--- src/include/aes_stream_consts.svh ---
`ifndef AES_STREAM_CONSTS_SVH
`define AES_STREAM_CONSTS_SVH

// ========================================================================
// Stream and block geometry
// ========================================================================

// One AXI-Stream word
`define WORD_W          32
// Words per cipher block
`define WORDS_PER_BLK   4
`define BLK_W           128

// ========================================================================
// Block buffer sizing
// ========================================================================

`define BUF_BLKS        4
`define BLK_IDX_W       2
// One extra bit so a full buffer can be counted
`define BLK_CNT_W       3

`endif
--- src/hdl/aes_stream_pkg.sv ---
`include "aes_stream_consts.svh"

package aes_stream_pkg;

        // ================================================================
        // Data words and buffer indexing
        // ================================================================

        typedef logic [`WORD_W-1:0] word_t;
        typedef logic [`BLK_W-1:0] blk_t;

        // Buffer address of one block
        typedef logic [`BLK_IDX_W-1:0] blk_idx_t;
        // Blocks in one frame, 1 to `BUF_BLKS
        typedef logic [`BLK_CNT_W-1:0] blk_cnt_t;

        // ================================================================
        // Command word
        // ================================================================

        typedef struct packed {
                logic        bypass;
                logic [6:0]  spare;
                logic [23:0] seed;
        } cmd_fields_t;

        // Raw word as captured, fields as decoded by the keystream
        typedef union packed {
                word_t       raw;
                cmd_fields_t fields;
        } cmd_word_u;

endpackage

--- src/hdl/blk_bus_if.sv ---
`timescale 1ns/10ps

interface blk_bus_if;
        import aes_stream_pkg::*;

        logic valid;
        logic ready;
        blk_t blk;

        // Final block of the frame
        logic last;

        modport source (
                output valid,
                output blk,
                output last,
                input  ready
        );

        modport sink (
                input  valid,
                input  blk,
                input  last,
                output ready
        );

endinterface

--- src/hdl/frame_if.sv ---
`timescale 1ns/10ps

interface frame_if;
        import aes_stream_pkg::*;

        // Frame sitting in the block buffer
        logic      frame_valid;
        blk_cnt_t  blk_count;
        cmd_word_u cmd;

        // Pulse when the last block read goes out
        logic      frame_taken;

        modport gather (
                output frame_valid,
                output blk_count,
                output cmd,
                input  frame_taken
        );

        modport mixer (
                input  frame_valid,
                input  blk_count,
                input  cmd,
                output frame_taken
        );

endinterface

--- src/hdl/aes_stream_top.sv ---
`timescale 1ns/10ps

module aes_stream_top (
        input  logic                  s00_axis_aclk,
        input  logic                  reset,

        // Slave side, command word then payload blocks
        input  logic                  s00_axis_tvalid,
        output logic                  s00_axis_tready,
        input  aes_stream_pkg::word_t s00_axis_tdata,
        input  logic                  s00_axis_tlast,

        // Master side, masked payload
        output logic                  m00_axis_tvalid,
        input  logic                  m00_axis_tready,
        output aes_stream_pkg::word_t m00_axis_tdata,
        output logic                  m00_axis_tlast
);
        import aes_stream_pkg::*;

        // Buffer write side
        logic     wr_en;
        blk_idx_t wr_addr;
        blk_t     wr_data;

        // Buffer read side and keystream
        logic     rd_en;
        blk_idx_t rd_addr;
        blk_t     rd_data;
        blk_idx_t ks_idx;
        blk_t     ks_mask;

        frame_if   frm_bus ();
        blk_bus_if blk_bus ();

        word_gather i_word_gather (
                .s00_axis_aclk   (s00_axis_aclk),
                .reset           (reset),
                .s00_axis_tvalid (s00_axis_tvalid),
                .s00_axis_tready (s00_axis_tready),
                .s00_axis_tdata  (s00_axis_tdata),
                .s00_axis_tlast  (s00_axis_tlast),
                .wr_en           (wr_en),
                .wr_addr         (wr_addr),
                .wr_data         (wr_data),
                .frm             (frm_bus.gather)
        );

        block_ram i_block_ram (
                .s00_axis_aclk (s00_axis_aclk),
                .wr_en         (wr_en),
                .wr_addr       (wr_addr),
                .wr_data       (wr_data),
                .rd_en         (rd_en),
                .rd_addr       (rd_addr),
                .rd_data       (rd_data)
        );

        keystream_gen i_keystream_gen (
                .s00_axis_aclk (s00_axis_aclk),
                .cmd           (frm_bus.cmd),
                .blk_idx       (ks_idx),
                .mask          (ks_mask)
        );

        block_mixer i_block_mixer (
                .s00_axis_aclk (s00_axis_aclk),
                .reset         (reset),
                .frm           (frm_bus.mixer),
                .rd_en         (rd_en),
                .rd_addr       (rd_addr),
                .rd_data       (rd_data),
                .ks_idx        (ks_idx),
                .ks_mask       (ks_mask),
                .obus          (blk_bus.source)
        );

        word_scatter i_word_scatter (
                .s00_axis_aclk   (s00_axis_aclk),
                .reset           (reset),
                .ibus            (blk_bus.sink),
                .m00_axis_tvalid (m00_axis_tvalid),
                .m00_axis_tready (m00_axis_tready),
                .m00_axis_tdata  (m00_axis_tdata),
                .m00_axis_tlast  (m00_axis_tlast)
        );

endmodule

--- src/hdl/word_scatter.sv ---
`timescale 1ns/10ps
`include "aes_stream_consts.svh"

module word_scatter (
        input  logic                  s00_axis_aclk,
        input  logic                  reset,

        blk_bus_if.sink               ibus,

        output logic                  m00_axis_tvalid,
        input  logic                  m00_axis_tready,
        output aes_stream_pkg::word_t m00_axis_tdata,
        output logic                  m00_axis_tlast
);
        import aes_stream_pkg::*;

        blk_t       blk_r;
        logic       last_r;
        logic [1:0] word_cnt;
        logic       final_word;
        logic       take;

        assign final_word = (word_cnt == 2'(`WORDS_PER_BLK - 1));

        // Idle or the last word leaving this cycle
        assign ibus.ready = !m00_axis_tvalid || (m00_axis_tready && final_word);
        assign take = ibus.valid && ibus.ready;

        // ====================================================================
        // Word select with the most significant word first
        // ====================================================================

        assign m00_axis_tdata = blk_r[`BLK_W-1-word_cnt*`WORD_W -: `WORD_W];
        assign m00_axis_tlast = last_r && final_word;

        always_ff @(posedge s00_axis_aclk) begin
                if (reset) begin
                        m00_axis_tvalid <= 1'b0;
                        word_cnt <= '0;
                end
                else if (take) begin
                        blk_r <= ibus.blk;
                        last_r <= ibus.last;
                        word_cnt <= '0;
                        m00_axis_tvalid <= 1'b1;
                end
                else if (m00_axis_tvalid && m00_axis_tready) begin
                        word_cnt <= word_cnt + 1'b1;
                        if (final_word) begin
                                m00_axis_tvalid <= 1'b0;
                        end
                end
        end

endmodule

--- src/hdl/block_mixer.sv ---
`timescale 1ns/10ps

module block_mixer (
        input  logic                     s00_axis_aclk,
        input  logic                     reset,

        frame_if.mixer                   frm,

        output logic                     rd_en,
        output aes_stream_pkg::blk_idx_t rd_addr,
        input  aes_stream_pkg::blk_t     rd_data,

        output aes_stream_pkg::blk_idx_t ks_idx,
        input  aes_stream_pkg::blk_t     ks_mask,

        blk_bus_if.source                obus
);
        import aes_stream_pkg::*;

        blk_cnt_t rd_cnt;
        logic     last_rd;
        logic     advance;

        // Read stage
        logic     s1_v;
        logic     s1_last;
        logic     s1_held;
        blk_t     s1_blk;
        blk_t     mixed;

        assign rd_addr = rd_cnt[$bits(blk_idx_t)-1:0];
        assign ks_idx = rd_addr;
        assign last_rd = (rd_cnt == blk_cnt_t'(frm.blk_count - 1'b1));

        // Output register free or handing off this cycle
        assign advance = !obus.valid || obus.ready;
        assign rd_en = frm.frame_valid && advance;
        assign frm.frame_taken = rd_en && last_rd;

        // Mask may move on while stalled, so a stalled block keeps its own copy
        assign mixed = s1_held ? s1_blk : (rd_data ^ ks_mask);

        always_ff @(posedge s00_axis_aclk) begin
                if (reset) begin
                        rd_cnt <= '0;
                        s1_v <= 1'b0;
                        s1_held <= 1'b0;
                        obus.valid <= 1'b0;
                end
                else begin
                        if (rd_en) begin
                                rd_cnt <= last_rd ? '0 : rd_cnt + 1'b1;
                                s1_last <= last_rd;
                        end

                        if (advance) begin
                                obus.valid <= s1_v;
                                if (s1_v) begin
                                        obus.blk <= mixed;
                                        obus.last <= s1_last;
                                end
                                s1_v <= rd_en;
                                s1_held <= 1'b0;
                        end
                        else if (s1_v && !s1_held) begin
                                s1_blk <= mixed;
                                s1_held <= 1'b1;
                        end
                end
        end

        a_blk_stable: assert property (@(posedge s00_axis_aclk) disable iff (reset)
                obus.valid && !obus.ready |=> $stable(obus.blk) && $stable(obus.last));

endmodule

--- src/hdl/keystream_gen.sv ---
`timescale 1ns/10ps
`include "aes_stream_consts.svh"

module keystream_gen (
        input  logic                      s00_axis_aclk,
        input  aes_stream_pkg::cmd_word_u cmd,
        input  aes_stream_pkg::blk_idx_t  blk_idx,
        output aes_stream_pkg::blk_t      mask
);
        import aes_stream_pkg::*;

        // Seed XOR running word number, then rotate left by 8k
        function automatic word_t mask_word(input logic [23:0] seed, input blk_idx_t idx,
                                            input int unsigned k);
                word_t                   base;
                logic [2*`WORD_W-1:0]    twice;

                base = word_t'(seed) ^ word_t'(idx * `WORDS_PER_BLK + k);
                twice = {base, base};
                return twice[2*`WORD_W-1-8*k -: `WORD_W];
        endfunction

        // Registered to line up with the buffer read latency
        always_ff @(posedge s00_axis_aclk) begin
                for (int k = 0; k < `WORDS_PER_BLK; k++) begin
                        if (cmd.fields.bypass) begin
                                mask[`BLK_W-1-k*`WORD_W -: `WORD_W] <= '0;
                        end
                        else begin
                                mask[`BLK_W-1-k*`WORD_W -: `WORD_W] <=
                                        mask_word(cmd.fields.seed, blk_idx, k);
                        end
                end
        end

endmodule

--- src/hdl/word_gather.sv ---
`timescale 1ns/10ps
`include "aes_stream_consts.svh"

module word_gather (
        input  logic                      s00_axis_aclk,
        input  logic                      reset,

        input  logic                      s00_axis_tvalid,
        output logic                      s00_axis_tready,
        input  aes_stream_pkg::word_t     s00_axis_tdata,
        input  logic                      s00_axis_tlast,

        output logic                      wr_en,
        output aes_stream_pkg::blk_idx_t  wr_addr,
        output aes_stream_pkg::blk_t      wr_data,

        frame_if.gather                   frm
);
        import aes_stream_pkg::*;

        localparam logic GET_CMD     = 1'b0;
        localparam logic GET_PAYLOAD = 1'b1;

        logic       state;
        logic [1:0] word_cnt;
        blk_cnt_t   blk_cnt;
        blk_t       blk_r;
        logic       last_wr;
        logic       hold;
        logic       accept;

        // Closed from the tlast block until the mixer takes the frame
        assign s00_axis_tready = !hold;
        assign accept = s00_axis_tvalid && s00_axis_tready;
        assign wr_data = blk_r;

        always_ff @(posedge s00_axis_aclk) begin
                if (reset) begin
                        state <= GET_CMD;
                        word_cnt <= '0;
                        blk_cnt <= '0;
                        last_wr <= 1'b0;
                        hold <= 1'b0;
                        wr_en <= 1'b0;
                        frm.frame_valid <= 1'b0;
                end
                else begin
                        wr_en <= 1'b0;

                        // Final block lands this cycle, publish the frame
                        if (last_wr) begin
                                frm.frame_valid <= 1'b1;
                                frm.blk_count <= blk_cnt;
                                blk_cnt <= '0;
                                last_wr <= 1'b0;
                        end

                        if (frm.frame_taken) begin
                                frm.frame_valid <= 1'b0;
                                hold <= 1'b0;
                        end

                        case (state)
                                GET_CMD: begin
                                        if (accept) begin
                                                frm.cmd.raw <= s00_axis_tdata;
                                                state <= GET_PAYLOAD;
                                        end
                                end
                                GET_PAYLOAD: begin
                                        if (accept) begin
                                                // MS word first, so shift in from the bottom
                                                blk_r <= {blk_r[`BLK_W-`WORD_W-1:0], s00_axis_tdata};
                                                word_cnt <= word_cnt + 1'b1;

                                                if (word_cnt == 2'(`WORDS_PER_BLK - 1)) begin
                                                        wr_en <= 1'b1;
                                                        wr_addr <= blk_cnt[`BLK_IDX_W-1:0];
                                                        blk_cnt <= blk_cnt + 1'b1;

                                                        if (s00_axis_tlast) begin
                                                                last_wr <= 1'b1;
                                                                hold <= 1'b1;
                                                                state <= GET_CMD;
                                                        end
                                                end
                                        end
                                end
                                default: state <= GET_CMD;
                        endcase
                end
        end

        // ====================================================================
        // Framing checks
        // ====================================================================

        // Partial blocks are not supported
        a_tlast_on_fourth: assert property (@(posedge s00_axis_aclk) disable iff (reset)
                accept && state == GET_PAYLOAD && s00_axis_tlast
                |-> word_cnt == 2'(`WORDS_PER_BLK - 1));

        // Frame must fit in the buffer
        a_frame_fits: assert property (@(posedge s00_axis_aclk) disable iff (reset)
                accept && state == GET_PAYLOAD && word_cnt == 2'(`WORDS_PER_BLK - 1)
                |-> blk_cnt < `BLK_CNT_W'(`BUF_BLKS));

endmodule

--- src/hdl/block_ram.sv ---
`timescale 1ns/10ps
`include "aes_stream_consts.svh"

module block_ram (
        input  logic                     s00_axis_aclk,

        input  logic                     wr_en,
        input  aes_stream_pkg::blk_idx_t wr_addr,
        input  aes_stream_pkg::blk_t     wr_data,

        input  logic                     rd_en,
        input  aes_stream_pkg::blk_idx_t rd_addr,
        output aes_stream_pkg::blk_t     rd_data
);
        import aes_stream_pkg::*;

        blk_t mem [`BUF_BLKS];

        always_ff @(posedge s00_axis_aclk) begin
                if (wr_en) begin
                        mem[wr_addr] <= wr_data;
                end

                // Output holds between reads
                if (rd_en) begin
                        rd_data <= mem[rd_addr];
                end
        end

endmodule

--- config.mk ---
export PLATFORM = sky130hd
export DESIGN_NAME = aes_stream_top
export DESIGN_NICKNAME = d
export VERILOG_FILES = /design/src/hdl/aes_stream_pkg.sv /design/src/hdl/blk_bus_if.sv /design/src/hdl/frame_if.sv /design/src/hdl/aes_stream_top.sv /design/src/hdl/word_scatter.sv /design/src/hdl/block_mixer.sv /design/src/hdl/keystream_gen.sv /design/src/hdl/word_gather.sv /design/src/hdl/block_ram.sv
export VERILOG_INCLUDE_DIRS = /design/src /design/src/include
export SDC_FILE = /design/constraint.sdc
export NUM_CORES = 1
export LEC_CHECK = 0
export ABC_CLOCK_PERIOD_IN_PS = 18500
export BUFFER_PORTS_ARGS = -buffer_cell sky130_fd_sc_hd__buf_4
export CORE_MARGIN = 2
export CORE_UTILIZATION = 50
export DETAILED_ROUTE_END_ITERATION = 6
export HOLD_SLACK_MARGIN = 0.12
export PLACE_DENSITY = 0.68
export RECOVER_POWER = 100
export SLEW_MARGIN = 20
export SYNTH_ARGS = -nofsm -noshare
export SYNTH_HDL_FRONTEND = slang
export SYNTH_SLANG_ARGS = --single-unit
--- constraint.sdc ---
create_clock -name s00_axis_aclk -period 18.5 [get_ports s00_axis_aclk]
set_input_delay 1.85 -clock s00_axis_aclk [delete_from_list [all_inputs] [get_ports s00_axis_aclk]]
set_output_delay 1.85 -clock s00_axis_aclk [all_outputs]
set_load 0.01 [all_outputs]
== Word level (Yosys, flattened, before mapping) ==
Memory sizes are Yosys's and may differ from the RTL's. A register that Yosys moved wholly into a read port is not among the register bits.
Cells that the tools add are included.
Word-level totals
  word-level logic and storage cells: 102
  memories kept: 1
  output and inout port bits: 35
  RAM bits: 512
  flip-flop bits (word level): 699
  input port bits: 37
Operators by class
  eq/ne operators: 3
  reductions and logical operators: 31
  bitwise operators: 10
  mux-type cells: 23
  shifts and indexed selects: 1
  $add $sub $neg: 9
Memories
  i_block_ram.mem: depth 4, width 128, rd ports 1, clocked after memory_dff 1, wr ports 1, RTL line block_ram.sv:17  | blk_t mem [`BUF_BLKS];
Operators with widths (number)
  159-bit by 33-bit indexed part select with 32-bit output: 1
  128-bit two-way mux: 1
  128-bit bitwise XOR: 1
  24-bit by 32-bit bitwise XOR with 32-bit output: 3
  24-bit by 4-bit bitwise XOR with 24-bit output: 1
  1-bit two-way mux: 16
  3-bit two-way mux: 5
  3-bit AND reduction: 4
  4-bit by 2-bit adder with 5-bit output (second input constant): 2
  2-bit AND reduction: 5
  1-bit logical AND: 8
  7-bit by 7-bit subtractor with 8-bit output (first input constant): 1
  3-bit by 1-bit adder with 3-bit output (second input constant): 2
  2-bit OR reduction: 3
  4-bit by 1-bit adder with 5-bit output (second input constant): 1
  1-bit inverter: 5
  2-bit by 1-bit adder with 2-bit output (second input constant): 2
  2-bit == test (second input constant): 2
  1-bit logical NOT: 4
  4-bit AND reduction: 1
  2-bit nonzero test: 2
  4-bit OR reduction: 1
  3-bit == test: 1
  3-bit OR reduction: 1
  3 further kinds: 4

== Longest topological paths before layout ==
  word-level depth: 11
  depth in mapped cells: 6
  mapped depth without buffers: 6

== Modules after synthesis ==
Synthesis repeated with hierarchy kept, for this count alone.
Unflattened totals
  cell total of the unflattened synthesis: 2071
  area total of the unflattened synthesis: 44680.4 µm²
Modules (own cells, without submodules)
  block_ram: times used 1, sequential area each 19218.4 µm², cells each 800, area each 22446.5 µm²
  block_mixer: times used 1, sequential area each 7867.5 µm², cells each 716, area each 10491.3 µm²
  word_gather: times used 1, sequential area each 5154.9 µm², cells each 212, area each 5408.9 µm²
  word_scatter: times used 1, sequential area each 3933.8 µm², cells each 184, area each 4855.9 µm²
  keystream_gen: times used 1, sequential area each 520.5 µm², cells each 159, area each 1477.7 µm²

== Worst setup path before layout ==
No wires, ideal clock.
  path kind: input port to flip-flop
  start: in reset
  end: reg i_word_scatter.blk_r[0], enable pin
  slack: 6689 ps
  arrival: 11036 ps
  library setup time: 775 ps
  cell stages on the path: 3
  cell sequence: clkbuf_1 > clkbuf_1 > nor3_1
Between the ends
  cells in the longest elaborated chain, start to end: 2
Ends and longest elaborated chain
  start: declaration: RTL line aes_stream_top.sv:5  | input logic reset,
  1-bit inverter (no line)
  2-bit AND reduction (no line)
  end signal: assignment: RTL line word_scatter.sv:42  | blk_r <= ibus.blk;
  end: declaration: RTL line word_scatter.sv:17  | blk_t blk_r;
No other way between the ends.
A chain may end at the register's enable or synchronous reset.

== Worst setup path in the final report ==
  start: reg i_word_scatter.word_cnt[0]
  end: reg i_block_mixer.obus.blk[112], enable pin
Between the ends
  cells in the longest elaborated chain, start to end: 5
Ends and longest elaborated chain
  start: declaration: RTL line word_scatter.sv:19  | logic [1:0] word_cnt;
  start signal: assignment: RTL line word_scatter.sv:48  | word_cnt <= word_cnt + 1'b1;
  2-bit == test: RTL line word_scatter.sv:23  | assign final_word = (word_cnt == 2'(`WORDS_PER_BLK - 1));
  1-bit logical AND: RTL line word_scatter.sv:26  | assign ibus.ready = !m00_axis_tvalid || (m00_axis_tready && final_word);
  1-bit logical OR: RTL line word_scatter.sv:26
  1-bit logical OR: RTL line block_mixer.sv:36  | assign advance = !obus.valid || obus.ready;
  3-bit AND reduction (no line)
  end signal: assignment: RTL line block_mixer.sv:59  | obus.blk <= mixed;
  end: declaration: RTL line blk_bus_if.sv:15  | output blk,
No other way between the ends.

==> impl_metrics.json <==
{
  "finClkSkew_ns": 0.0244,
  "cpPeakStageDelay_ns": 3.21,
  "io_pins": 72,
  "numCtsBuffers": 115,
  "worstPathMaxFanout": 70,
  "n_antenna_cell": 0,
  "fmax_mhz": 98.3,
  "fin_nets": 2080,
  "die-area_um2": 89000,
  "dieHeight_um": 298,
  "end_kind": "register",
  "finalCriticalPeriod_ns": 10.17,
  "startpoint_type": "register",
  "ys_dominant_reg_cell": "edfxtp_1",
  "hold_violations": 0,
  "worstPathCellList": "clkbuf_1 > ha_1 > a21bo_1 > nor2_1 > nor2_4 > clkbuf_1 > clkbuf_1",
  "syn_inst": 1915,
  "grt_pass1_vias": 18800,
  "hp-class": "register to register",
  "grt_max_degree": 130,
  "clk_latency_ns": 0.68,
  "core_um2": 85500,
  "synthesis.nets": 1957,
  "final_area_um2": 48500,
  "h-tree-depth": 3,
  "powerDensity_nw_per_um2": 112,
  "die_w_um": 298,
  "synth_edf_count": 1185,
  "final_core_util_pct": 56.8,
  "synth_most_common_cell": "edfxtp_1",
  "synthToLayoutAreaGrowth_pct": 12.1,
  "gp_congestion": 0.728,
  "dr.pass1.iters": 5,
  "cts_tree": "done",
  "slowest_stage": "clkbuf_1",
  "preCtsSetupSlack_ns": 13.57,
  "timing.final.crit_share_pct": 55.0,
  "path_delay_family": "buffers and inverters",
  "root_buffer": "clkbuf_16",
  "gr-total-overflow": 0,
  "ys_types": 38,
  "postCtsHoldBufs": 0,
  "ys_top_cells_by_count": "edfxtp_1 (1185), mux4_2 (160), nand2_1 (106)",
  "seq_area_frac_synth_pct": 84.3,
  "drcViolationCount": 0,
  "place_inst": 3065,
  "avgSynthCellArea_um2": 22.6,
  "setup_tns_ns": 0,
  "wl_per_cell_um": 24.1,
  "drt_iter0_drc": 1723,
  "synth_area_leaders": "edfxtp_1 (82%), mux4_2 (8.3%), dfxtp_1 (2.1%)",
  "start_util_pct": 50.6,
  "worstPathArrival_ns": 10.37,
  "grt_pass1_wl_um": 119000,
  "rsz0062_at_grt": "no",
  "slew_violations": 1616,
  "ys_warn_count": 0,
  "required_ns": 18.70,
  "status": "finished, violations left",
  "wl_um": 78900,
  "vdd_drop_max_uv": 91.3,
  "postCtsSetupRepairBufs": 0,
  "layout-drive-gt1-share_pct": 17.2,
  "yosysTopAreaCell": "edfxtp_1",
  "clk_pin_slew_ns": 0.06,
  "cp_num_buf_inv": 3,
  "via_per_inst": 5.50,
  "leakagePower_uw": 0.0146,
  "synth_seq_cells": 1230,
  "relSlewSlack_pct": -521,
  "place.port_buffers": 71,
  "grt_usage_pct": 18.1,
  "finalSetupViolCount": 0,
  "worst_slack_ns": 8.33,
  "dp.final_hpwl_um": 42700,
  "syn-cell-area_um2": 43300,
  "crit_path_frequent_cell": "clkbuf_1",
  "finalNonFillerCells": 3282,
  "dpl-instance-area_um2": 45100,
  "ctsResizeCount": 0,
  "multiInputGateArea_um2": 6340,
  "synthArstFlopShare_pct": 0,
  "yosys.area.top_type_share_pct": 82.2,
  "seqCellArea_um2": 36500,
  "path_class": "register to register",
  "rows": 107,
  "worst_pin_slew_ns": 9.31,
  "cts.sinks": 1230,
  "antenna_found_initial": 0,
  "maxCapViolCount": 27,
  "violations": "max-capacitance violations, max-slew violations",
  "vias": 18100,
  "fill_cells": 6133,
  "cts_buffer_depth": 3,
  "postRouteAntennaNets": 0
}
==> logic make-up (layout without fill, tap and decap cells) <==
kind of cell,Yosys count,count (layout),share of synthesized area [%]
flops,1230,1230,84.3
mux,194,194,9.20
simple gates,176,176,1.82
compound gates,110,110,1.33
xor+xnor,104,104,2.14
buf+inv,96,319,1.12
fa+ha+maj,5,5,0.144
==> cells in the final DEF, fill, tap and decap left out, types with 20 or more instances in the layout <==
cell type	Yosys	layout
clkbuf_1	37	98
clkbuf_16	0	115
clkinv_1	0	20
clkinv_2	0	27
dfxtp_1	45	44
edfxtp_1	1185	1185
mux2_1	0	26
mux4_2	160	160
nand2_1	106	106
nor2_1	24	23
nor2b_1	24	24
o21ai_0	97	98
xnor2_1	98	98
==> worst paths after layout <==
check	cells past startpoint	slack [ns]	from	endpoint
min	0	0.41	i_block_mixer.obus.blk[118]$_DFFE_PP_	i_word_scatter.blk_r[118]$_DFFE_PP_
min reg2reg	0	0.41	i_block_mixer.obus.blk[118]$_DFFE_PP_	i_word_scatter.blk_r[118]$_DFFE_PP_
max reg2reg	7	8.33	i_word_scatter.word_cnt[0]$_SDFFE_PP0P_	i_block_mixer.obus.blk[112]$_DFFE_PP_
max	7	8.33	i_word_scatter.word_cnt[0]$_SDFFE_PP0P_	i_block_mixer.obus.blk[112]$_DFFE_PP_
==> flip-flops by register name, summed over array words and instances (netlist names), 3 cells and up <==
name                         count
i_word_gather.wr_data          128
i_block_ram.rd_data            128
i_block_mixer.s1_blk           128
i_block_mixer.obus.blk         128
i_word_gather.blk_cnt            3
i_block_mixer.rd_cnt             3
i_keystream_gen.mask            26
i_block_ram.mem                512
i_word_scatter.blk_r           128
i_word_gather.frm.blk_count      3
i_word_gather.frm.cmd           25
==> per-stage QoR <==
step | hold WS, ns | power [µW]
finish | 0.412 | 5430
global route | 0.424 | 5590
CTS | 0.418 | 5480
detailed placement | 0.405 | 3150
global placement | 0.403 | 3140
floorplan | 0.400 | 3120
==> layout make-up <==
| class | instances | share of cell area [%] |
|---|---|---|
| Tap cell | 1144 | 2.95 |
| Inverter | 6 | 0.0490 |
| Multi-Input combinational cell | 589 | 13.1 |
| Sequential cell | 1230 | 75.2 |
| Clock buffer | 146 | 6.44 |
| Clock inverter | 71 | 1.49 |
| Timing Repair Buffer | 96 | 0.874 |
==> power breakdown <==
part	switching (µW)	internal, µW	total, µW
Clock	984	1360	2350
Sequential	17.2	3040	3050
Combinational	21.2	10.1	31.3
==> layer usage <==
metal | track usage [%] | vias up | wire length [µm]
met5 | 0 | - | 0
met4 | 5.97 | 0 | 1960
met3 | 2.98 | 102 | 5170
met2 | 28.5 | 597 | 37700
met1 | 26.1 | 9442 | 34100
li1 | - | 7914 | -
Note: power is estimated with default switching activity, not from simulation.
